===== config.mk =====
export PLATFORM = sky130hd
export DESIGN_NAME = stream_pipe_top
export DESIGN_NICKNAME = d
export VERILOG_FILES = /design/src/stream_pkg.sv /design/src/stream_source.sv /design/src/stream_register_slice.sv /design/src/stream_fifo.sv /design/src/stream_throttle.sv /design/src/stream_pipe_top.sv
export SDC_FILE = /design/constraint.sdc
export NUM_CORES = 1
export LEC_CHECK = 0
export BUFFER_PORTS_ARGS = -buffer_cell sky130_fd_sc_hd__clkbuf_2
export CORE_UTILIZATION = 53
export DETAILED_ROUTE_END_ITERATION = 8
export PLACE_DENSITY = 0.75
export SYNTH_ARGS = -nofsm -noshare
export SYNTH_HDL_FRONTEND = slang
export SYNTH_SLANG_ARGS = --single-unit
export TNS_END_PERCENT = 1

===== constraint.sdc =====
create_clock -name clock -period 2.7 [get_ports clock]
set_input_delay 0.27 -clock clock [delete_from_list [all_inputs] [get_ports clock]]
set_output_delay 0.27 -clock clock [all_outputs]
set_load 0.02 [all_outputs]

===== src/stream_pkg.sv =====
// shared constants and types for the byte stream pipeline.
// every block reaches these through scoped names, stream_pkg::name.

`default_nettype none

package stream_pkg;

	//////////////////////////////////////////////////////////////
	// stream data path.
	//////////////////////////////////////////////////////////////

	// bits per stream item.
	localparam int data_width = 8;

	//////////////////////////////////////////////////////////////
	// fifo sizing.
	//////////////////////////////////////////////////////////////

	// number of fifo entries, output word included.
	localparam int fifo_depth = 4;

	// occupancy count, must hold 0 up to fifo_depth.
	localparam int level_width = 3;

	//////////////////////////////////////////////////////////////
	// throttle and pipeline.
	//////////////////////////////////////////////////////////////

	// cycles per throttle window, the last one is open.
	localparam int throttle_period = 3;

	// items held with the output stalled.
	// two in the register slice, the rest in the fifo.
	localparam int pipe_capacity = 2 + fifo_depth;

	//////////////////////////////////////////////////////////////
	// source selection.
	//////////////////////////////////////////////////////////////

	// where the stream items come from.
	typedef enum logic
	{
		mode_push  = 1'b0, // external push interface.
		mode_count = 1'b1  // internal up-counter.
	} source_mode_t;

endpackage

`default_nettype wire


===== src/stream_source.sv =====
// head of the pipeline, picks the push interface or the counter.
// a push that finds the stream busy is lost and sets the sticky error.

`timescale 1ns/1ps
`default_nettype none

module stream_source
(
	input  wire                               clock,
	input  wire                               resetn,
	input  stream_pkg::source_mode_t          mode,
	input  wire [stream_pkg::data_width-1:0]  push_data,
	input  wire                               push_enable,
	output logic [stream_pkg::data_width-1:0] src_data,
	output logic                              src_valid,
	input  wire                               src_ready,
	output logic                              error
);

	logic [stream_pkg::data_width-1:0] count; // pattern generator state.
	logic                              push_mode; // decoded mode.
	logic                              count_step; // counter item accepted.
	logic                              overflow; // push refused this cycle.

	//////////////////////////////////////////////////////////////
	// mode decode and stream select.
	//////////////////////////////////////////////////////////////

	assign push_mode = (mode == stream_pkg::mode_push);

	always_comb
	begin
		if (push_mode)
		begin
			src_valid = push_enable; // one item per enable.
			src_data  = push_data;
		end
		else
		begin
			src_valid = 1'b1; // counter always has an item.
			src_data  = count;
		end
	end

	//////////////////////////////////////////////////////////////
	// counter pattern.
	//////////////////////////////////////////////////////////////

	// moves only on an accepted transfer in counter mode.
	assign count_step = !push_mode && src_ready;

	always_ff @(posedge clock or negedge resetn)
	begin
		if (!resetn)
			count <= '0;
		else if (count_step)
			count <= count + 1'b1; // wraps at 256.
	end

	//////////////////////////////////////////////////////////////
	// overflow flag.
	//////////////////////////////////////////////////////////////

	// push has no ready, so a busy stream drops the item.
	assign overflow = push_mode && push_enable && !src_ready;

	always_ff @(posedge clock or negedge resetn)
	begin
		if (!resetn)
			error <= 1'b0;
		else if (overflow)
			error <= 1'b1; // held until reset.
	end

endmodule

`default_nettype wire


===== src/stream_register_slice.sv =====
// two-entry skid register. data, valid and ready all leave a flop,
// so it cuts every combinational path through the stream.

`timescale 1ns/1ps
`default_nettype none

module stream_register_slice
(
	input  wire                               clock,
	input  wire                               resetn,
	input  wire [stream_pkg::data_width-1:0]  idata,
	input  wire                               ivalid,
	output logic                              iready,
	output logic [stream_pkg::data_width-1:0] odata,
	output logic                              ovalid,
	input  wire                               oready
);

	// iready  && !ovalid : both registers empty.
	// iready  &&  ovalid : output full, skid empty.
	// !iready &&  ovalid : output and skid full.
	// !iready && !ovalid never occurs.

	logic [stream_pkg::data_width-1:0] skid; // extra item under stall.
	logic                              hold; // output item not taken.

	assign hold = ovalid && !oready;

	//////////////////////////////////////////////////////////////
	// control flops.
	//////////////////////////////////////////////////////////////

	always_ff @(posedge clock or negedge resetn)
	begin
		if (!resetn)
		begin
			ovalid <= 1'b0;
			iready <= 1'b1; // empty, ready from the start.
		end
		else
		begin
			ovalid <= hold || !iready || ivalid; // stalled, skid or new item.
			iready <= !ovalid || oready || (iready && !ivalid);
		end
	end

	//////////////////////////////////////////////////////////////
	// payload flops.
	//////////////////////////////////////////////////////////////

	always_ff @(posedge clock)
	begin
		if (!hold)
			odata <= iready ? idata : skid; // skid item goes first.
	end

	// capture the input while the skid is free.
	// it only counts as stored when the output stalls.
	always_ff @(posedge clock)
	begin
		if (iready || oready)
			skid <= idata;
	end

endmodule

`default_nettype wire


===== src/stream_fifo.sv =====
// small shift-register fifo with a registered output word.
// level reports the items held, output word included.
// iready and ovalid come from flops and follow the count.

`timescale 1ns/1ps
`default_nettype none

module stream_fifo
(
	input  wire                                clock,
	input  wire                                resetn,
	input  wire [stream_pkg::data_width-1:0]   idata,
	input  wire                                ivalid,
	output logic                               iready,
	output logic [stream_pkg::data_width-1:0]  odata,
	output logic                               ovalid,
	input  wire                                oready,
	output logic [stream_pkg::level_width-1:0] level
);

	logic itransfer; // item taken at the input.
	logic otransfer; // item taken at the output.

	logic [stream_pkg::level_width-1:0] level_after_out; // count after output.
	logic [stream_pkg::level_width-1:0] level_next; // count after both.

	// newest item at entry 1, entry i is the i-th most recent.
	// the oldest of a full fifo lives only in odata.
	logic [stream_pkg::data_width-1:0] shift [1:stream_pkg::fifo_depth-1];
	logic [stream_pkg::data_width-1:0] odata_next; // selected next word.

	assign itransfer = ivalid && iready;
	assign otransfer = ovalid && oready;

	//////////////////////////////////////////////////////////////
	// occupancy.
	//////////////////////////////////////////////////////////////

	always_comb
	begin
		level_after_out = otransfer ? level - 1'b1 : level;
		level_next      = itransfer ? level_after_out + 1'b1 : level_after_out;
	end

	always_ff @(posedge clock or negedge resetn)
	begin
		if (!resetn)
		begin
			level  <= '0;
			iready <= 1'b0; // rises one cycle after reset.
			ovalid <= 1'b0;
		end
		else
		begin
			level  <= level_next;
			iready <= (level_next < stream_pkg::fifo_depth); // room left.
			ovalid <= (level_next != '0); // something to show.
		end
	end

	//////////////////////////////////////////////////////////////
	// storage.
	//////////////////////////////////////////////////////////////

	always_ff @(posedge clock)
	begin
		if (itransfer)
		begin
			shift[1] <= idata;
			for (int i = 2; i < stream_pkg::fifo_depth; i++)
				shift[i] <= shift[i-1]; // age by one.
		end
	end

	// the next output is the oldest item left after the output move.
	// an empty fifo passes the arriving item straight through.
	always_comb
	begin
		odata_next = odata; // full fifo keeps its word.
		if (level_after_out == '0)
			odata_next = idata;
		for (int i = 1; i < stream_pkg::fifo_depth; i++)
		begin
			if (level_after_out == i)
				odata_next = shift[i];
		end
	end

	always_ff @(posedge clock)
	begin
		odata <= odata_next;
	end

endmodule

`default_nettype wire


===== src/stream_throttle.sv =====
// rate limiter, opens the stream for one cycle per window.
// data passes through, only valid and ready are gated.

`timescale 1ns/1ps
`default_nettype none

module stream_throttle
(
	input  wire                               clock,
	input  wire                               resetn,
	input  wire [stream_pkg::data_width-1:0]  idata,
	input  wire                               ivalid,
	output logic                              iready,
	output logic [stream_pkg::data_width-1:0] odata,
	output logic                              ovalid,
	input  wire                               oready
);

	// cycles left until the open one, zero means open.
	logic [$clog2(stream_pkg::throttle_period)-1:0] phase;
	logic                                            open;

	assign open = (phase == '0);

	//////////////////////////////////////////////////////////////
	// phase counter.
	//////////////////////////////////////////////////////////////

	// free running from reset release, first open cycle is
	// cycle throttle_period.
	always_ff @(posedge clock or negedge resetn)
	begin
		if (!resetn)
			phase <= $bits(phase)'(stream_pkg::throttle_period - 1);
		else if (open)
			phase <= $bits(phase)'(stream_pkg::throttle_period - 1); // reload.
		else
			phase <= phase - 1'b1;
	end

	//////////////////////////////////////////////////////////////
	// stream gating.
	//////////////////////////////////////////////////////////////

	assign ovalid = ivalid && open; // both sides see the same window.
	assign iready = oready && open;
	assign odata  = idata;

endmodule

`default_nettype wire


===== src/stream_pipe_top.sv =====
// full conditioning pipeline: source, register slice, fifo, throttle.
// only instances and the links between them live here.

`timescale 1ns/1ps
`default_nettype none

module stream_pipe_top
(
	input  wire                                clock,
	input  wire                                resetn,
	input  stream_pkg::source_mode_t           mode,
	input  wire [stream_pkg::data_width-1:0]   push_data,
	input  wire                                push_enable,
	output logic [stream_pkg::data_width-1:0]  out_data,
	output logic                               out_valid,
	input  wire                                out_ready,
	output logic                               error,
	output logic [stream_pkg::level_width-1:0] fifo_level
);

	// source to slice.
	logic [stream_pkg::data_width-1:0] src_data;
	logic                              src_valid;
	logic                              src_ready;

	// slice to fifo.
	logic [stream_pkg::data_width-1:0] reg_data;
	logic                              reg_valid;
	logic                              reg_ready;

	// fifo to throttle.
	logic [stream_pkg::data_width-1:0] fifo_data;
	logic                              fifo_valid;
	logic                              fifo_ready;

	//////////////////////////////////////////////////////////////
	// pipeline chain.
	//////////////////////////////////////////////////////////////

	stream_source u_source (
		.clock      (clock),
		.resetn     (resetn),
		.mode       (mode),
		.push_data  (push_data),
		.push_enable(push_enable),
		.src_data   (src_data),
		.src_valid  (src_valid),
		.src_ready  (src_ready),
		.error      (error)
	);

	stream_register_slice u_slice (
		.clock (clock),
		.resetn(resetn),
		.idata (src_data),
		.ivalid(src_valid),
		.iready(src_ready),
		.odata (reg_data),
		.ovalid(reg_valid),
		.oready(reg_ready)
	);

	stream_fifo u_fifo (
		.clock (clock),
		.resetn(resetn),
		.idata (reg_data),
		.ivalid(reg_valid),
		.iready(reg_ready),
		.odata (fifo_data),
		.ovalid(fifo_valid),
		.oready(fifo_ready),
		.level (fifo_level) // occupancy for status.
	);

	stream_throttle u_throttle (
		.clock (clock),
		.resetn(resetn),
		.idata (fifo_data),
		.ivalid(fifo_valid),
		.iready(fifo_ready),
		.odata (out_data),
		.ovalid(out_valid),
		.oready(out_ready)
	);

endmodule

`default_nettype wire


; ---- Yosys cells after proc, flatten, opt, wreduce, memory -nomap -nowiden
; Memory sizes are Yosys's and may differ from the RTL's.
; Index checks and enable logic that the tools add are counted.
[classes]
n_addsub = 4
eq_ne = 3
muxes = 12
order_cmp = 1
n_reduce_logical = 22
bitwise = 1
[op_table]
columns = cell, count
row1 = 2-to-1 mux 8 bit, 6
row2 = logical AND 1 bit, 9
row3 = adder 8 x 1 -> 8 bit (second input constant), 1
row4 = == test 3 x 2 -> 1 bit (second input constant), 2
row5 = 2-to-1 mux 3 bit, 2
row6 = logical OR 1 bit, 5
row7 = zero test 1 bit, 4
row8 = nonzero test 4 bit, 1
row9 = adder 3 x 1 -> 3 bit (second input constant), 1
row10 = == test 3 x 1 -> 1 bit (second input constant), 1
row11 = zero test 3 bit, 1
row12 = less-than comparator 3 bit (second input constant), 1
row13 = 2-to-1 mux 1 bit, 3
row14 = nonzero test 3 bit, 1
row15 = subtractor 3 x 1 -> 3 bit (second input constant), 1
row16 = zero test 2 bit, 1
row17 = 2-to-1 mux 2 bit, 1
row18 = subtractor 2 x 1 -> 2 bit (second input constant), 1
row19 = inverter 1 bit, 1
[word_totals]
ff_bits = 42
out_inout_bits = 13
ram_bits = 24
wordCells = 55
memories = 1
in_bits = 13
[memory_table]
columns = name, words, width, read_ports, rd_ports_with_merged_regs, write_ports, line
row1 = u_fifo.shift, 3, 8, 3, 0, 3, stream_fifo.sv:29  ; logic [stream_pkg::data_width-1:0] shift [1:stream_pkg::fifo_depth-1];

; ---- Depth between registers and ports, before layout
; Gate-level depths: netlist (run 1).
[depth]
depth_word = 9
mapped_depth = 12
depth_no_buf = 10

; ---- By module
; Synthesis (run 1) repeated with hierarchy kept, for this count alone.
[hier_totals]
hier_cells = 199
hier_area_um2 = 2892.8
[modules_own_cells]
columns = module, seq_area_each_um2, instances, cells_each, area_each_um2
row1 = stream_fifo, 1086.0, 1, 108, 1537.7
row2 = stream_register_slice, 531.8, 1, 32, 694.4
row3 = stream_source, 225.2, 1, 42, 500.5
row4 = stream_throttle, 51.3, 1, 17, 160.2

; ---- Worst setup path before layout (run 1)
; OpenSTA, ideal clock, no wires.
[synth_timing]
path_kind = register -> register
from = register u_throttle.phase[1] (netlist name)
to = register u_fifo.odata[0] (netlist name) (enable)
arrival_ns = 2.347
path_buffers = 2
setup_time_ns = 0.375
synth_period_minus_slack_ns = 2.722
required_ns = 2.325
setup_slack_ns = -0.022
path_stages_with_launch = 11
cell_sequence = dfstp_2 -> inv_1 -> ha_1 -> and3_2 -> xnor2_1 -> inv_1 -> ha_1 -> ha_1 -> clkbuf_1 -> clkbuf_1 -> o21bai_1
[synth_via]
elab_chain_len = 6
elab_cells_between_ends = 9
classes_between = eq/ne (3) / mux (1) / reduce/logical (5)
[synth_rtl]
columns = item, line
row1 = from (decl), stream_throttle.sv:20  ; logic [$clog2(stream_pkg::throttle_period)-1:0] phase;
row2 = from (signal assigned), stream_throttle.sv:34  ; phase <= $bits(phase)'(stream_pkg::throttle_period - 1);
row3 = from (signal assigned), stream_throttle.sv:36  ; phase <= $bits(phase)'(stream_pkg::throttle_period - 1);
row4 = from (signal assigned), stream_throttle.sv:38  ; phase <= phase - 1'b1;
row5 = zero test 2 bit *, stream_throttle.sv:23  ; assign open = (phase == '0);
row6 = logical AND 1 bit *, stream_throttle.sv:46  ; assign iready = oready && open;
row7 = logical AND 1 bit *, stream_fifo.sv:33  ; assign otransfer = ovalid && oready;
row8 = 2-to-1 mux 3 bit *, stream_fifo.sv:41  ; level_after_out = otransfer ? level - 1'b1 : level;
row9 = "== test 3 x 2 -> 1 bit, or another cell as far along", stream_fifo.sv:84  ; if (level_after_out == i)
row10 = nonzero test 4 bit (no source line) *, n/a
row11 = to (signal assigned), stream_fifo.sv:91  ; odata <= odata_next;
row12 = to (decl), stream_fifo.sv:15  ; output logic [stream_pkg::data_width-1:0] odata,
; Mark *: on every way between the ends. The rest lies on a longest branch, timed or not.
; A chain may end at the register's enable or synchronous reset.

; ---- Worst setup path in the final report (run 1)
[layout_timing]
from = register u_throttle.phase[1] (netlist name)
to = register u_fifo.odata[3] (netlist name) (data pin)
[layout_via]
elab_chain_len = 8
elab_cells_between_ends = 10
classes_between = eq/ne (3) / mux (4) / reduce/logical (3)
[layout_rtl]
columns = item, line
row1 = zero test 2 bit *, stream_throttle.sv:23
row2 = logical AND 1 bit *, stream_throttle.sv:46
row3 = logical AND 1 bit *, stream_fifo.sv:33
row4 = 2-to-1 mux 3 bit *, stream_fifo.sv:41
row5 = == test 3 x 1 -> 1 bit, stream_fifo.sv:84
row6 = 2-to-1 mux 8 bit (2 in series), stream_fifo.sv:84
row7 = 2-to-1 mux 8 bit *, stream_fifo.sv:84
row8 = net u_fifo.odata_next (one bit), stream_fifo.sv:30  ; logic [stream_pkg::data_width-1:0] odata_next;
; Mark *: on every way through the listed nets, which the timed path passes. The rest lies on a longest branch.

==> results.txt, run 1 <==
The run finished with clean final reports. The share of the Yosys chip area taken by registers is 0.619. Entering global routing, the biggest net connects 27 pins. The final global-route overflow total is 0. The via density per instance came out at 5.39. The required time at the endpoint of the critical path came out at 2.76 ns. The max-slew violation count is 0. The source-to-sink clock delay at the later pin of the worst-skew pair is 0.34 ns. The growth of design area from synthesis to finish is 15.2%. The startpoint identified for the worst register-to-register timing path is u_throttle.phase[1]. The final RePlAce weighted congestion came out at 0.739. The first-pass GRT wire length is 8630 um. The area of the core region is 5540 um^2. The final number of setup-violating endpoints is 0. The cell depth of the worst flop-to-flop path came out at 10.

The number of antenna cells inserted came out at 0. Counting every net in the synthesized netlist gives 251. The net total in the final layout came out at 289. TritonCTS built the clock tree. At the end of the flow the core is filled with cells to 0.636. From bottom edge to top edge, the die measures 78.0 um.

After routing, the total negative slack on setup checks comes to 0 ns. Summing all flip-flop and latch instances after layout gives 1890 um^2. The number of buffers inserted by port buffering came out at 25.

The initial antenna violation count is 0. Across the run, the number of max-cap violations was 0. The sort of element at the end of the critical path is a flip-flop. The maximum clock insertion buffer count came out at 2. For this design the top-level I/O count stands at 26. The wire length per cell came out at 14.7 um. The remaining number of nets flagged by the antenna check after routing is 0. The critical-path maximum fanout is 8. Overall power consumption after layout is estimated at 4410 uW. The aggregate routed wire length is 5070 um. The number of synthesized register bits came out at 66. The worst setup path is launched from a flip-flop.

The synthesized area is 3060 um^2. For this configuration, the core starts out at a cell density of 0.552. For this run, the leading register cell type out of synthesis is edfxtp_1. The count of filler cells inserted in the layout came out at 434. By area the synthesized netlist is led by edfxtp_1 (47%), dfrtp_1 (13%), mux2_2 (6.3%). The final setup slack of the worst path came out at 0.163 ns.

The footprint of the multi-input gates came out at 1140 um^2. The clock edge transition at the registers on the reported setup and hold paths came out at 0.06 ns. TritonCTS created 9 clock buffers.

The share of the clock period used by the worst path came out at 0.940. The arrival time at the worst endpoint is 2.60 ns. Yosys mapped a number of flops with a built-in enable equal to 48. The worst hold path terminates at u_source.error.

In this run the core area contains 27 standard-cell rows. The total routing usage reported by global routing came out at 0.188. The count of non-filler cells in the finished layout came out at 344. The minimum clock period after layout is 2.54 ns. The hold violation count in the final report is 0. IR analysis of the VDD net gives a maximum drop of 0.000540 V.

The total number of H-tree levels is 3. The share of flip-flops with an asynchronous set or reset after synthesis came out at 0.273. The first-pass iteration count of the detailed router is 4.

The setup slack of the worst register-to-register path came out at 0.16 ns. The top-area cell type share of the netlist area is 0.471. The number of different library cells used by synthesis comes to 39. The via count of the routed design is 1853. The worst hold path was traced through 2 stages. The via count of the first global-routing pass is 1814.

The layout cell share with drive strength beyond 1 is 0.364. The standby leakage power is 0.00137 uW. For this block, the initial DRC count from the detailed router was 147. The worst slew margin relative to its limit is 0.642. Timing would allow up to 394 MHz. The cell count after placement came out at 327. The kind of critical path is reg2reg. The final routed DRC violation total is 0. The worst setup slack before clock tree synthesis came out at 0.0631 ns. The power density relative to cell area is 1250 nW/um^2.

The die is 78.0 um wide. Setup repair after global routing left no endpoint under its margin. Detailed placement ended at an HPWL of 3440 um. The gate count after technology mapping came out at 229. The floorplan step defined a die boundary enclosing 6080 um^2. The tree is rooted in a clkbuf_8. The mean area per synthesized cell is 13.4 um^2. The clock skew is 0.0106 ns. edfxtp_1 takes more of the synthesized area than any other cell. The number of synthesis warnings came out at 0. The end of the worst register-to-register path is u_fifo.odata[3]. The number of sinks driven by the clock tree came out at 66. At the pin with the least slew margin, the transition time is 0.537 ns. In this run the most critical hold path is launched from push_enable. The path class of the tightest hold or removal check is in2reg.
[how the worst max path moves through the flow]
stage / from / to / slack [ns] / cells after the start
finish: u_throttle.phase[1] / u_fifo.odata[3] / 0.16 / 10
global placement: u_throttle.phase[1] / u_fifo.odata[2] / 0.11 / 10
floorplan: u_throttle.phase[1] / u_fifo.odata[0] / 0.04 / 10
detailed placement: u_throttle.phase[1] / u_fifo.odata[2] / 0.06 / 10
CTS: u_throttle.phase[1] / u_fifo.odata[2] / 0.04 / 10
global route: u_throttle.phase[1] / u_fifo.odata[3] / 0.04 / 10
[logic make-up after synthesis]
kind of cell | Yosys count | synth area share
mux | 18 | 0.0700
simple gates | 85 | 0.156
xor+xnor | 10 | 0.0348
fa+ha+maj | 9 | 0.0368
flops | 66 | 0.619
compound gates | 23 | 0.0552
buf+inv | 18 | 0.0274
[worst max-delay path, stage by stage, from the launching register on]
cell     delay (ns)
dfstp_2        0.53
inv_1          0.04
ha_2           0.19
and3_2         0.24
xnor2_2        0.14
inv_1          0.08
ha_1           0.18
nand2_2        0.12
or3_2          0.46
a31oi_2        0.20
o41ai_2        0.09
[cells in the final DEF (no fill, tap or decap), types with 2 or more instances in the layout]
master and n:
nor3_1 3, dfstp_2 2, clkbuf_1 4, nor2_1 13, nand3_1 2, or3_2 6, o41ai_2 2, inv_1 9
mux2_2 17, nand2b_1 3, or2_2 9, dfrtp_1 16, clkbuf_2 25, a31oi_1 5, nand2_1 24, xor2_1 2
a31oi_2 4, ha_2 2, or3_1 2, buf_4 9, clkbuf_8 9, ha_1 7, nor3b_1 16, edfxtp_1 48
xnor2_1 6, o41ai_1 6, clkinv_2 2
[Yosys cell counts (3+ instances only)]
cell type / count
nand2b_1: 3
nor3b_1: 16
mux2_2: 17
ha_1: 9
nand2_1: 25
edfxtp_1: 48
dfrtp_1: 16
or3_2: 6
nor2_1: 13
clkbuf_1: 3
nor3_1: 3
a31oi_1: 9
xnor2_1: 7
or2_2: 9
inv_1: 9
o41ai_1: 8
[per-layer routing]
layer  GRT usage  up-vias  part of all wire  routed length, um
met3      0.0365       10             0.038                195
met2       0.279       47              0.46               2340
met4       0.111        0             0.023                116
met5           0        -                 0                  0
met1       0.257      877              0.48               2410
li1            -      919                 -                  -
[final cells by class]
cell class	count	share of cell area
multi-input cells	145	0.324
clock buffers	13	0.0394
inverters	10	0.0107
repair buffers	35	0.0575
clock inverters	3	0.00497
well taps	72	0.0256
flip-flops and latches	66	0.538
[through the flow]
stage          hold slack (ns)  area [um^2]
2_1_floorplan          -0.0256         3060
3_3_place_gp             0.233         3300
3_5_place_dp             0.233         3300
4_1_cts                  0.137         3460
5_1_grt                  0.154         3520
6_report                 0.149         3520
[sequential cells by signal, summed over array words and instances (netlist names), 2 cells and up]
name,cells
u_fifo.shift,24
u_source.count,8
u_slice.skid,8
u_slice.odata,8
u_fifo.level,3
u_fifo.odata,8
u_throttle.phase,2
[where the power goes]
group          switching (uW)  internal, uW  total [uW]
Sequential                326          1810        2130
Clock                     351           331         683
Combinational             881           716        1600
Total                    1560          2850        4410
[timing repair]
action	CTS	global route
hold buffers	1	0
gates resized for setup	0	11
setup buffers	0	0
hold endpoints to repair	16	0
endpoints found under the setup margin	0	16
No activity file was read; power rests on OpenSTA's default activity.
==> run 2: changes to the inputs <==
--- a/config.mk
+++ b/config.mk
@@ -11,5 +11,6 @@
 export PLACE_DENSITY = 0.75
 export SYNTH_ARGS = -nofsm -noshare
 export SYNTH_HDL_FRONTEND = slang
+export SYNTH_HIERARCHICAL = 1
 export SYNTH_SLANG_ARGS = --single-unit
 export TNS_END_PERCENT = 1
==> run 2 against run 1 <==
Against the previous run:
- first-iteration DRC count fell by 41%
- sequential cell count stayed put
- global-route usage is 1.8 points lower
==> results.txt, run 2 <==
The count of flip-flops with a built-in enable after synthesis came to 48 (unchanged). The overall power consumption is 4210 uW (-4.5%). The final routed DRC violation total came to 0 (unchanged). The number of maximum-capacitance constraint violations came out at 0 (unchanged). The number of antenna cells inserted is 0 (unchanged).

The number of synthesis warnings is 6 (+6). The power density relative to cell area was 1290 nW/um^2 (+2.9%). The share of synthesized area occupied by flip-flops and latches came to 0.655 (+0.0354).

The die width is 75.9 um (-2.7%). The net total in the final layout came out at 245 (-15%). The endpoint identified for the worst register-to-register timing path is u_fifo/odata[7]. The initial DRC count is 87 (-41%). The final global-route overflow total came out at 0 (unchanged). The aggregate routed wire length is 4170 um (-18%). The worst slew margin relative to its limit came out at 0.668 (+0.0263). The final design utilization came to 0.632 (-0.00364).

The total negative slack for setup checks is 0 ns (unchanged). The highest cell delay on the worst timing path was 0.53 ns (about the same). The max-slew violation count is 0 (unchanged). The layout cell share with drive strength beyond 1 is 0.312 (-0.0523).

The slowest stage of the critical path belongs to the cell dfstp_2. Setup repair after global routing left no endpoint under its margin. The share of flip-flops with an asynchronous set or reset after synthesis came to 0.273 (unchanged).

The share of the clock period used by the worst path came out at 0.830 (-0.110). The number of buffers inserted by port buffering came out at 25 (unchanged). The clock skew came out at 0.00833 ns (-0.00224 ns). The number of sinks driven by the clock tree was 66 (unchanged). STA classifies the critical path startpoint as a flip-flop. The total of cells resized after clock tree synthesis came out at 0 (unchanged). The mean area per synthesized cell is 14.5 um^2 (+8.9%).

The hold path depth came out at 2 (unchanged). The total buffers and inverters traversed by the critical path came out at 1 (-1). The maximum clock insertion buffer count came to 2 (unchanged).

The vertical die dimension came out at 75.9 um (-2.7%). The via count of the first global-routing pass is 1471 (-19%). The number of library cell types mapped by synthesis was 36 (-7.7%). The top-area cell type share of the netlist area came to 0.498 (+0.0269). In the post-synthesis netlist, the cell with the most instances is edfxtp_1.

The remaining number of nets flagged by the antenna check after routing is 0 (unchanged). The initial antenna violation count is 0 (unchanged). The transition time at the pin with the least slew margin came to 0.497 ns (-0.0395 ns). The number of synthesized register bits is 66 (unchanged). The pin count of the biggest net entering global routing came out at 26 (-3.7%).

TritonCTS built the clock tree. The arrival time at the worst endpoint came out at 2.39 ns (-0.21 ns). The run finished with clean final reports. The setup slack of the worst register-to-register path came out at 0.46 ns (+0.30 ns). The wire length per cell is 13.8 um (-6.1%). The growth of design area from synthesis to finish is 13.1%. In the synthesized netlist, the cells that appear most often are edfxtp_1 (48), nand2_1 (18), dfrtp_1 (16), nor2_1 (11), mux2_2 (10).

In this run the critical register-to-register path is launched from u_throttle/phase[1]. The CTS buffer count is 9 (unchanged). The final number of setup-violating endpoints is 0 (unchanged). The cell family contributing the most delay on the critical path is compound AO/OA/AOI/OAI gates. The synthesized area came out at 2890 um^2 (-5.4%).

The first-pass iteration count of the detailed router is 4 (unchanged). The standby leakage power came out at 0.00134 uW (-1.9%). The cell depth of the worst flop-to-flop path was 7 (-3).

The most used flip-flop cell after synthesis is edfxtp_1. The startpoint of the worst hold path is push_data[3]. Leaving out fill and tap cells, the most frequent cell in the layout is edfxtp_1. The initial standard-cell utilization of the core is 0.559 (+0.00732). The required time at the endpoint of the critical path is 2.84 ns (+0.08 ns).

The source-to-sink clock delay at the later pin of the worst-skew pair came out at 0.32 ns (-0.02 ns). The class of the worst hold path is in2reg. The total nets after synthesis is 217 (-14%). STA classifies the critical path endpoint as a flip-flop. Of all cell types, the one taking the most synthesized area is edfxtp_1. The first-pass GRT wire length is 6900 um (-20%). The hold violation count in the final report is 0 (unchanged). The path with the worst hold slack has its endpoint at u_slice/skid[3]. In this run the clock root is driven by a clkbuf_8. The highest achievable clock rate is 446 MHz (+13%). The gate count after technology mapping came to 199 (-13%). The total routing usage reported by global routing came out at 0.170 (-0.0180).

The register bank with the most flops is u_fifo/shift. The total number of H-tree levels came out at 3 (unchanged). The full die area came out at 5760 um^2 (-5.3%).

The clock edge transition at the registers on the reported setup and hold paths is 0.07 ns (about the same). The post-placement cell area came out at 3050 um^2 (-7.4%). The critical path in this run is classified as reg2reg. The I/O pin total was 26 (unchanged). The number of rows created at floorplan came out at 26 (-3.7%).

The HPWL reported at the end of detailed placement came out at 2840 um (-17%). The final RePlAce weighted congestion is 0.815 (+10%). The largest vdd supply drop came out at 0.000577 V (+6.9%). The via density per instance came out at 5.21 (-3.3%). The area of the core region came out at 5170 um^2 (-6.6%). The number of cells on the critical path is 7 (-3). The via count of the routed design came out at 1568 (-15%). The critical-path maximum fanout is 8 (unchanged). The minimum clock period after layout came out at 2.24 ns (-0.297 ns).

The library cells used most frequently in the layout, excluding fill and tap cells, are edfxtp_1 (48), clkbuf_2 (25), nand2_1 (18), dfrtp_1 (16), nor2_1 (11). By area the synthesized netlist is led by edfxtp_1 (50%), dfrtp_1 (14%), mux2_4 (4.2%). The total non-filler cell area in the finished layout is 3270 um^2 (-7.2%). Traced cell by cell, the critical path runs through inv_1, ha_1, and2_1, and3b_1, a32oi_2, o22ai_1, o31ai_1. The number of flip-flops in the largest register came to 24 (unchanged).
## run 2: metal layers
metal  vias up  wire [um]  GRT usage
li1        775          -          -
met1       748       2060      0.245
met2        39       1890      0.237
met3         6        145     0.0357
met4         0         65      0.105
met5         -          0          0
## run 2: worst max path at each step
| stage | start | to |
|---|---|---|
| 2_1_floorplan | u_fifo/level[0] | u_fifo/odata[1] |
| 3_3_place_gp | u_fifo/level[0] | u_fifo/odata[0] |
| 3_5_place_dp | u_throttle/phase[1] | u_fifo/odata[7] |
| 4_1_cts | u_throttle/phase[1] | u_fifo/odata[7] |
| 5_1_grt | u_throttle/phase[1] | u_fifo/odata[6] |
| 6_report | u_throttle/phase[1] | u_fifo/odata[7] |
## run 2: kinds of logic (layout without fill, tap and decap cells)
| family | after synthesis | count (layout) | synth area share |
|---|---|---|---|
| DFF | 66 | 66 | 0.655 |
| adders and majority gates | 5 | 5 | 0.0216 |
| xor gates and xnor gates | 13 | 13 | 0.0394 |
| and+or+nand+nor | 54 | 54 | 0.0973 |
| buffers and inverters | 20 | 52 | 0.0398 |
| muxes | 19 | 19 | 0.0882 |
| AOI/OAI and AO/OA | 22 | 22 | 0.0588 |
## run 2: per-stage QoR
step	setup slack [ns]	cells	hold WS (ns)
floorplan	0.142	199	-0.0256
global placement	0.521	285	0.240
detailed placement	0.487	285	0.236
CTS	0.473	301	0.260
global route	0.301	301	0.264
finish	0.460	301	0.276
## run 2: final cells by class
class / count / area [um^2]
inverters: 7 / 26.3
repair buffers: 30 / 165
clock buffers: 9 / 124
flip-flops and latches: 66 / 1890
well taps: 70 / 87.6
clock inverters: 6 / 82.6
multi-input cells: 113 / 891
fillers: 385 / 1900
## run 2: power by group
part           switching [uW]  total (uW)  internal [uW]  leakage (uW)
logic                     741        1290            548      0.000542
clock network             347         857            510      0.000106
registers                 284        2070           1780      0.000691
## run 2: timing repair
item,CTS,global route
hold buffers,1,0
endpoints found under the hold margin,16,0
buffers inserted,0,0
## run 2: worst reg2reg max path, cell delays in order, from the launching register on
cell     delay, ns
dfstp_2       0.53
inv_1         0.04
ha_1          0.17
and2_1        0.23
and3b_1       0.24
a32oi_2       0.45
o22ai_1       0.14
o31ai_1       0.26
==> run 3: changes to the inputs <==
==> constraint.sdc (replaced) <==
create_clock -name clock -period 2.03 [get_ports clock]
set_input_delay 0.203 -clock clock [delete_from_list [all_inputs] [get_ports clock]]
set_output_delay 0.203 -clock clock [all_outputs]
set_load 0.02 [all_outputs]
==> run 3 against run 2 <==
Against the previous run:
- count of clock-buffer cells in the layout stayed put
- hold slack worse by 0.080 ns
- sequential power is 35% higher
- sequential cell count stayed put
- largest cell class unchanged
- first-iteration DRC count is 41% lower
- register-to-register slack worse by 0.43 ns
==> results.txt, run 3 (same netlist as run 2, synthesis figures left out) <==
The flow ran to the end, and the final reports show no timing, DRC or antenna violations. The number of maximum-capacitance constraint violations came out at 0 (unchanged). The remaining number of nets flagged by the antenna check after routing came out at 0 (unchanged). TritonCTS built the clock tree. The most common cell after layout, fill and taps aside is edfxtp_1. The most numerous cell on the critical path is buf_4.

The clock edge transition at the registers on the reported setup and hold paths is 0.07 ns (about the same). The top cell types in the final layout, fill and taps aside, are edfxtp_1 (48), clkbuf_2 (25), dfrtp_1 (15), nor2_1 (11). The standby leakage power is 0.00144 uW (+7.4%). The source-to-sink clock delay at the later pin of the worst-skew pair came to 0.34 ns (+0.02 ns). Traced cell by cell, the critical path runs through inv_2, ha_4, and2_4, and3b_2, buf_4, buf_4, mux4_2, nand2_1. The final number of setup-violating endpoints is 0 (unchanged). The power density relative to cell area is 1760 nW/um^2 (+36%). The first-pass iteration count of the detailed router is 4 (unchanged).

The required time at the endpoint of the critical path came out at 2.30 ns (-0.54 ns). The initial DRC count is 51 (-41%). The arrival time at the worst endpoint came out at 2.28 ns (-0.11 ns). The maximum clock insertion buffer count came out at 2 (unchanged).

The cell count after placement was 288 (+1.1%). The final setup slack of the worst path was 0.0246 ns (-0.435 ns). Setup repair after global routing could not meet its margin everywhere. The max-slew violation count was 0 (unchanged). The final design utilization is 0.697 (+0.0651). The critical path in this run is classified as reg2reg. The total routing usage reported by global routing is 0.187 (+0.0166). The total non-filler cell area in the finished layout is 3610 um^2 (+10%).

The timing endpoint of the critical path is u_fifo/ovalid. The net total in the final layout was 254 (+3.7%). The cell depth of the worst flop-to-flop path is 8 (+1). The via count of the routed design came out at 1629 (+3.9%).

The worst slew margin relative to its limit is 0.687 (+0.0188). The initial antenna violation count is 0 (unchanged). The post-placement cell area came to 3110 um^2 (+1.9%).

The overall power consumption came out at 6330 uW (+50%). The number of cells on the critical path came out at 8 (+1). The vertical die dimension is 75.9 um (unchanged).

The area of the core region is 5170 um^2 (unchanged). The highest achievable clock rate is 499 MHz (+12%). The total buffers and inverters traversed by the critical path came out at 3 (+2). The clock skew is 0.00704 ns (-0.00129 ns).

The critical path starts at u_throttle/phase[1]. The worst setup slack before clock tree synthesis is -0.112 ns (-0.598 ns). The via count of the first global-routing pass came to 1586 (+7.8%). The number of flip-flops in the largest register came out at 24 (unchanged). Among cell families on the critical path, the largest total delay comes from flip-flops. The via density per instance was 5.24 (+0.55%).

The initial standard-cell utilization of the core came out at 0.559 (unchanged). The minimum clock period after layout came to 2.01 ns (-0.235 ns). The worst setup path is captured at a flip-flop. The aggregate routed wire length is 4840 um (+16%). The layout cell share with drive strength beyond 1 came out at 0.490 (+0.178). The final RePlAce weighted congestion came out at 0.828 (+1.6%). The class of the worst hold path is in2reg. The setup slack of the worst register-to-register path is 0.02 ns (-0.43 ns). The CTS buffer count came out at 9 (unchanged). The number of sinks driven by the clock tree came out at 66 (unchanged). The critical-path maximum fanout came to 7 (-1).

The pin count of the biggest net entering global routing is 25 (-3.8%). The number of rows created at floorplan is 26 (unchanged). The area growth from synthesis to layout is 24.7%.

The category of the worst setup path launch point is a flip-flop. The die width was 75.9 um (unchanged). The number of buffers inserted by port buffering is 25 (unchanged).

The transition time at the pin with the least slew margin is 0.469 ns (-0.0282 ns). The hold violation count in the final report is 0 (unchanged). The final routed DRC violation total is 0 (unchanged). The highest cell delay on the worst timing path came out at 0.54 ns (about the same). The total number of H-tree levels came out at 3 (unchanged). The count of non-filler cells in the finished layout came out at 311 (+3.3%). The HPWL reported at the end of detailed placement is 3120 um (+9.9%). The number of antenna cells inserted came out at 0 (unchanged). The tree is rooted in a clkbuf_8. The library cell contributing the largest single delay on the critical path is dfstp_2. The worst flop-to-flop path startpoint is u_throttle/phase[1]. The final global-route overflow total came out at 0 (unchanged).

The I/O pin total is 26 (unchanged). The largest vdd supply drop came to 0.000808 V (+40%). The wire length per cell came out at 15.6 um (+13%).

The end of the worst register-to-register path is u_fifo/ovalid. The first-pass GRT wire length came to 7530 um (+9.1%). The full die area came to 5760 um^2 (unchanged).

The share of the clock period used by the worst path was 0.988 (+0.158). u_fifo/shift holds more flip-flops than any other register.
run 3: cell types whose count changed in the layout (fill, tap and decap cells not counted), moves of 2 or more:
cell / before / now
buf_4: 4 / 9
buf_6: 0 / 3
clkinvlp_4: 0 / 2
ha_1: 5 / 2
ha_4: 0 / 3
inv_1: 7 / 4
inv_2: 0 / 2
nand2_1: 18 / 10
nand2_2: 1 / 9
o22ai_1: 8 / 2
o22ai_2: 0 / 6
o31ai_1: 8 / 0
o31ai_2: 0 / 2
o31ai_4: 0 / 6
run 3: metrics by stage:
stage	hold WS, ns	TNS [ns]
6_report	0.196	0
5_1_grt	0.192	-0.169
4_1_cts	0.181	-0.0213
3_5_place_dp	0.174	-0.673
3_3_place_gp	0.165	-0.0108
2_1_floorplan	-0.0926	0
run 3: tightest hold or removal path, cell delays in order:
cell and delay (ns):
clkbuf_2 0.08, or2_2 0.08, nand2b_1 0.11, nand2b_1 0.06
run 3: worst min-delay path by stage:
| stage | endpoint | cells past startpoint | startpoint |
|---|---|---|---|
| CTS | u_slice/iready | 4 | push_enable |
| global route | u_slice/skid[2] | 2 | push_data[2] |
| finish | u_slice/iready | 4 | push_enable |
| floorplan | u_fifo/iready | 0 | resetn |
| global placement | u_source/count[1] | 1 | resetn |
| detailed placement | u_source/count[1] | 1 | resetn |
run 3: area by class of cell:
class,instances,area (um^2)
Tap cell,70,87.6
Clock buffer,9,124
Sequential cell,66,1900
Inverter,7,28.8
Clock inverter,7,92.6
Fill cell,353,1570
Timing Repair Buffer,39,256
Multi-Input combinational cell,113,1120
run 3: timing repair:
item	CTS	global route
pin swaps	2	9
hold buffers	1	0
gates resized for setup	2	41
endpoints found under the hold margin	16	0
setup endpoints to repair	8	11
setup buffers	0	6
run 3: metal layers:
layer  share of wire  wire (um)  global-route usage  up-vias
li1                -          -                   -      799
met1            0.44       2150               0.240      782
met2            0.50       2410               0.285       42
met3           0.051        245              0.0847        6
met4          0.0087         42              0.0556        0
met5               0          0                   0        -
run 3: power by group:
part | internal (uW) | leakage, uW | switching, uW
clock network | 688 | 0.000103 | 490
logic | 1080 | 0.000645 | 1280
registers | 2380 | 0.000690 | 419
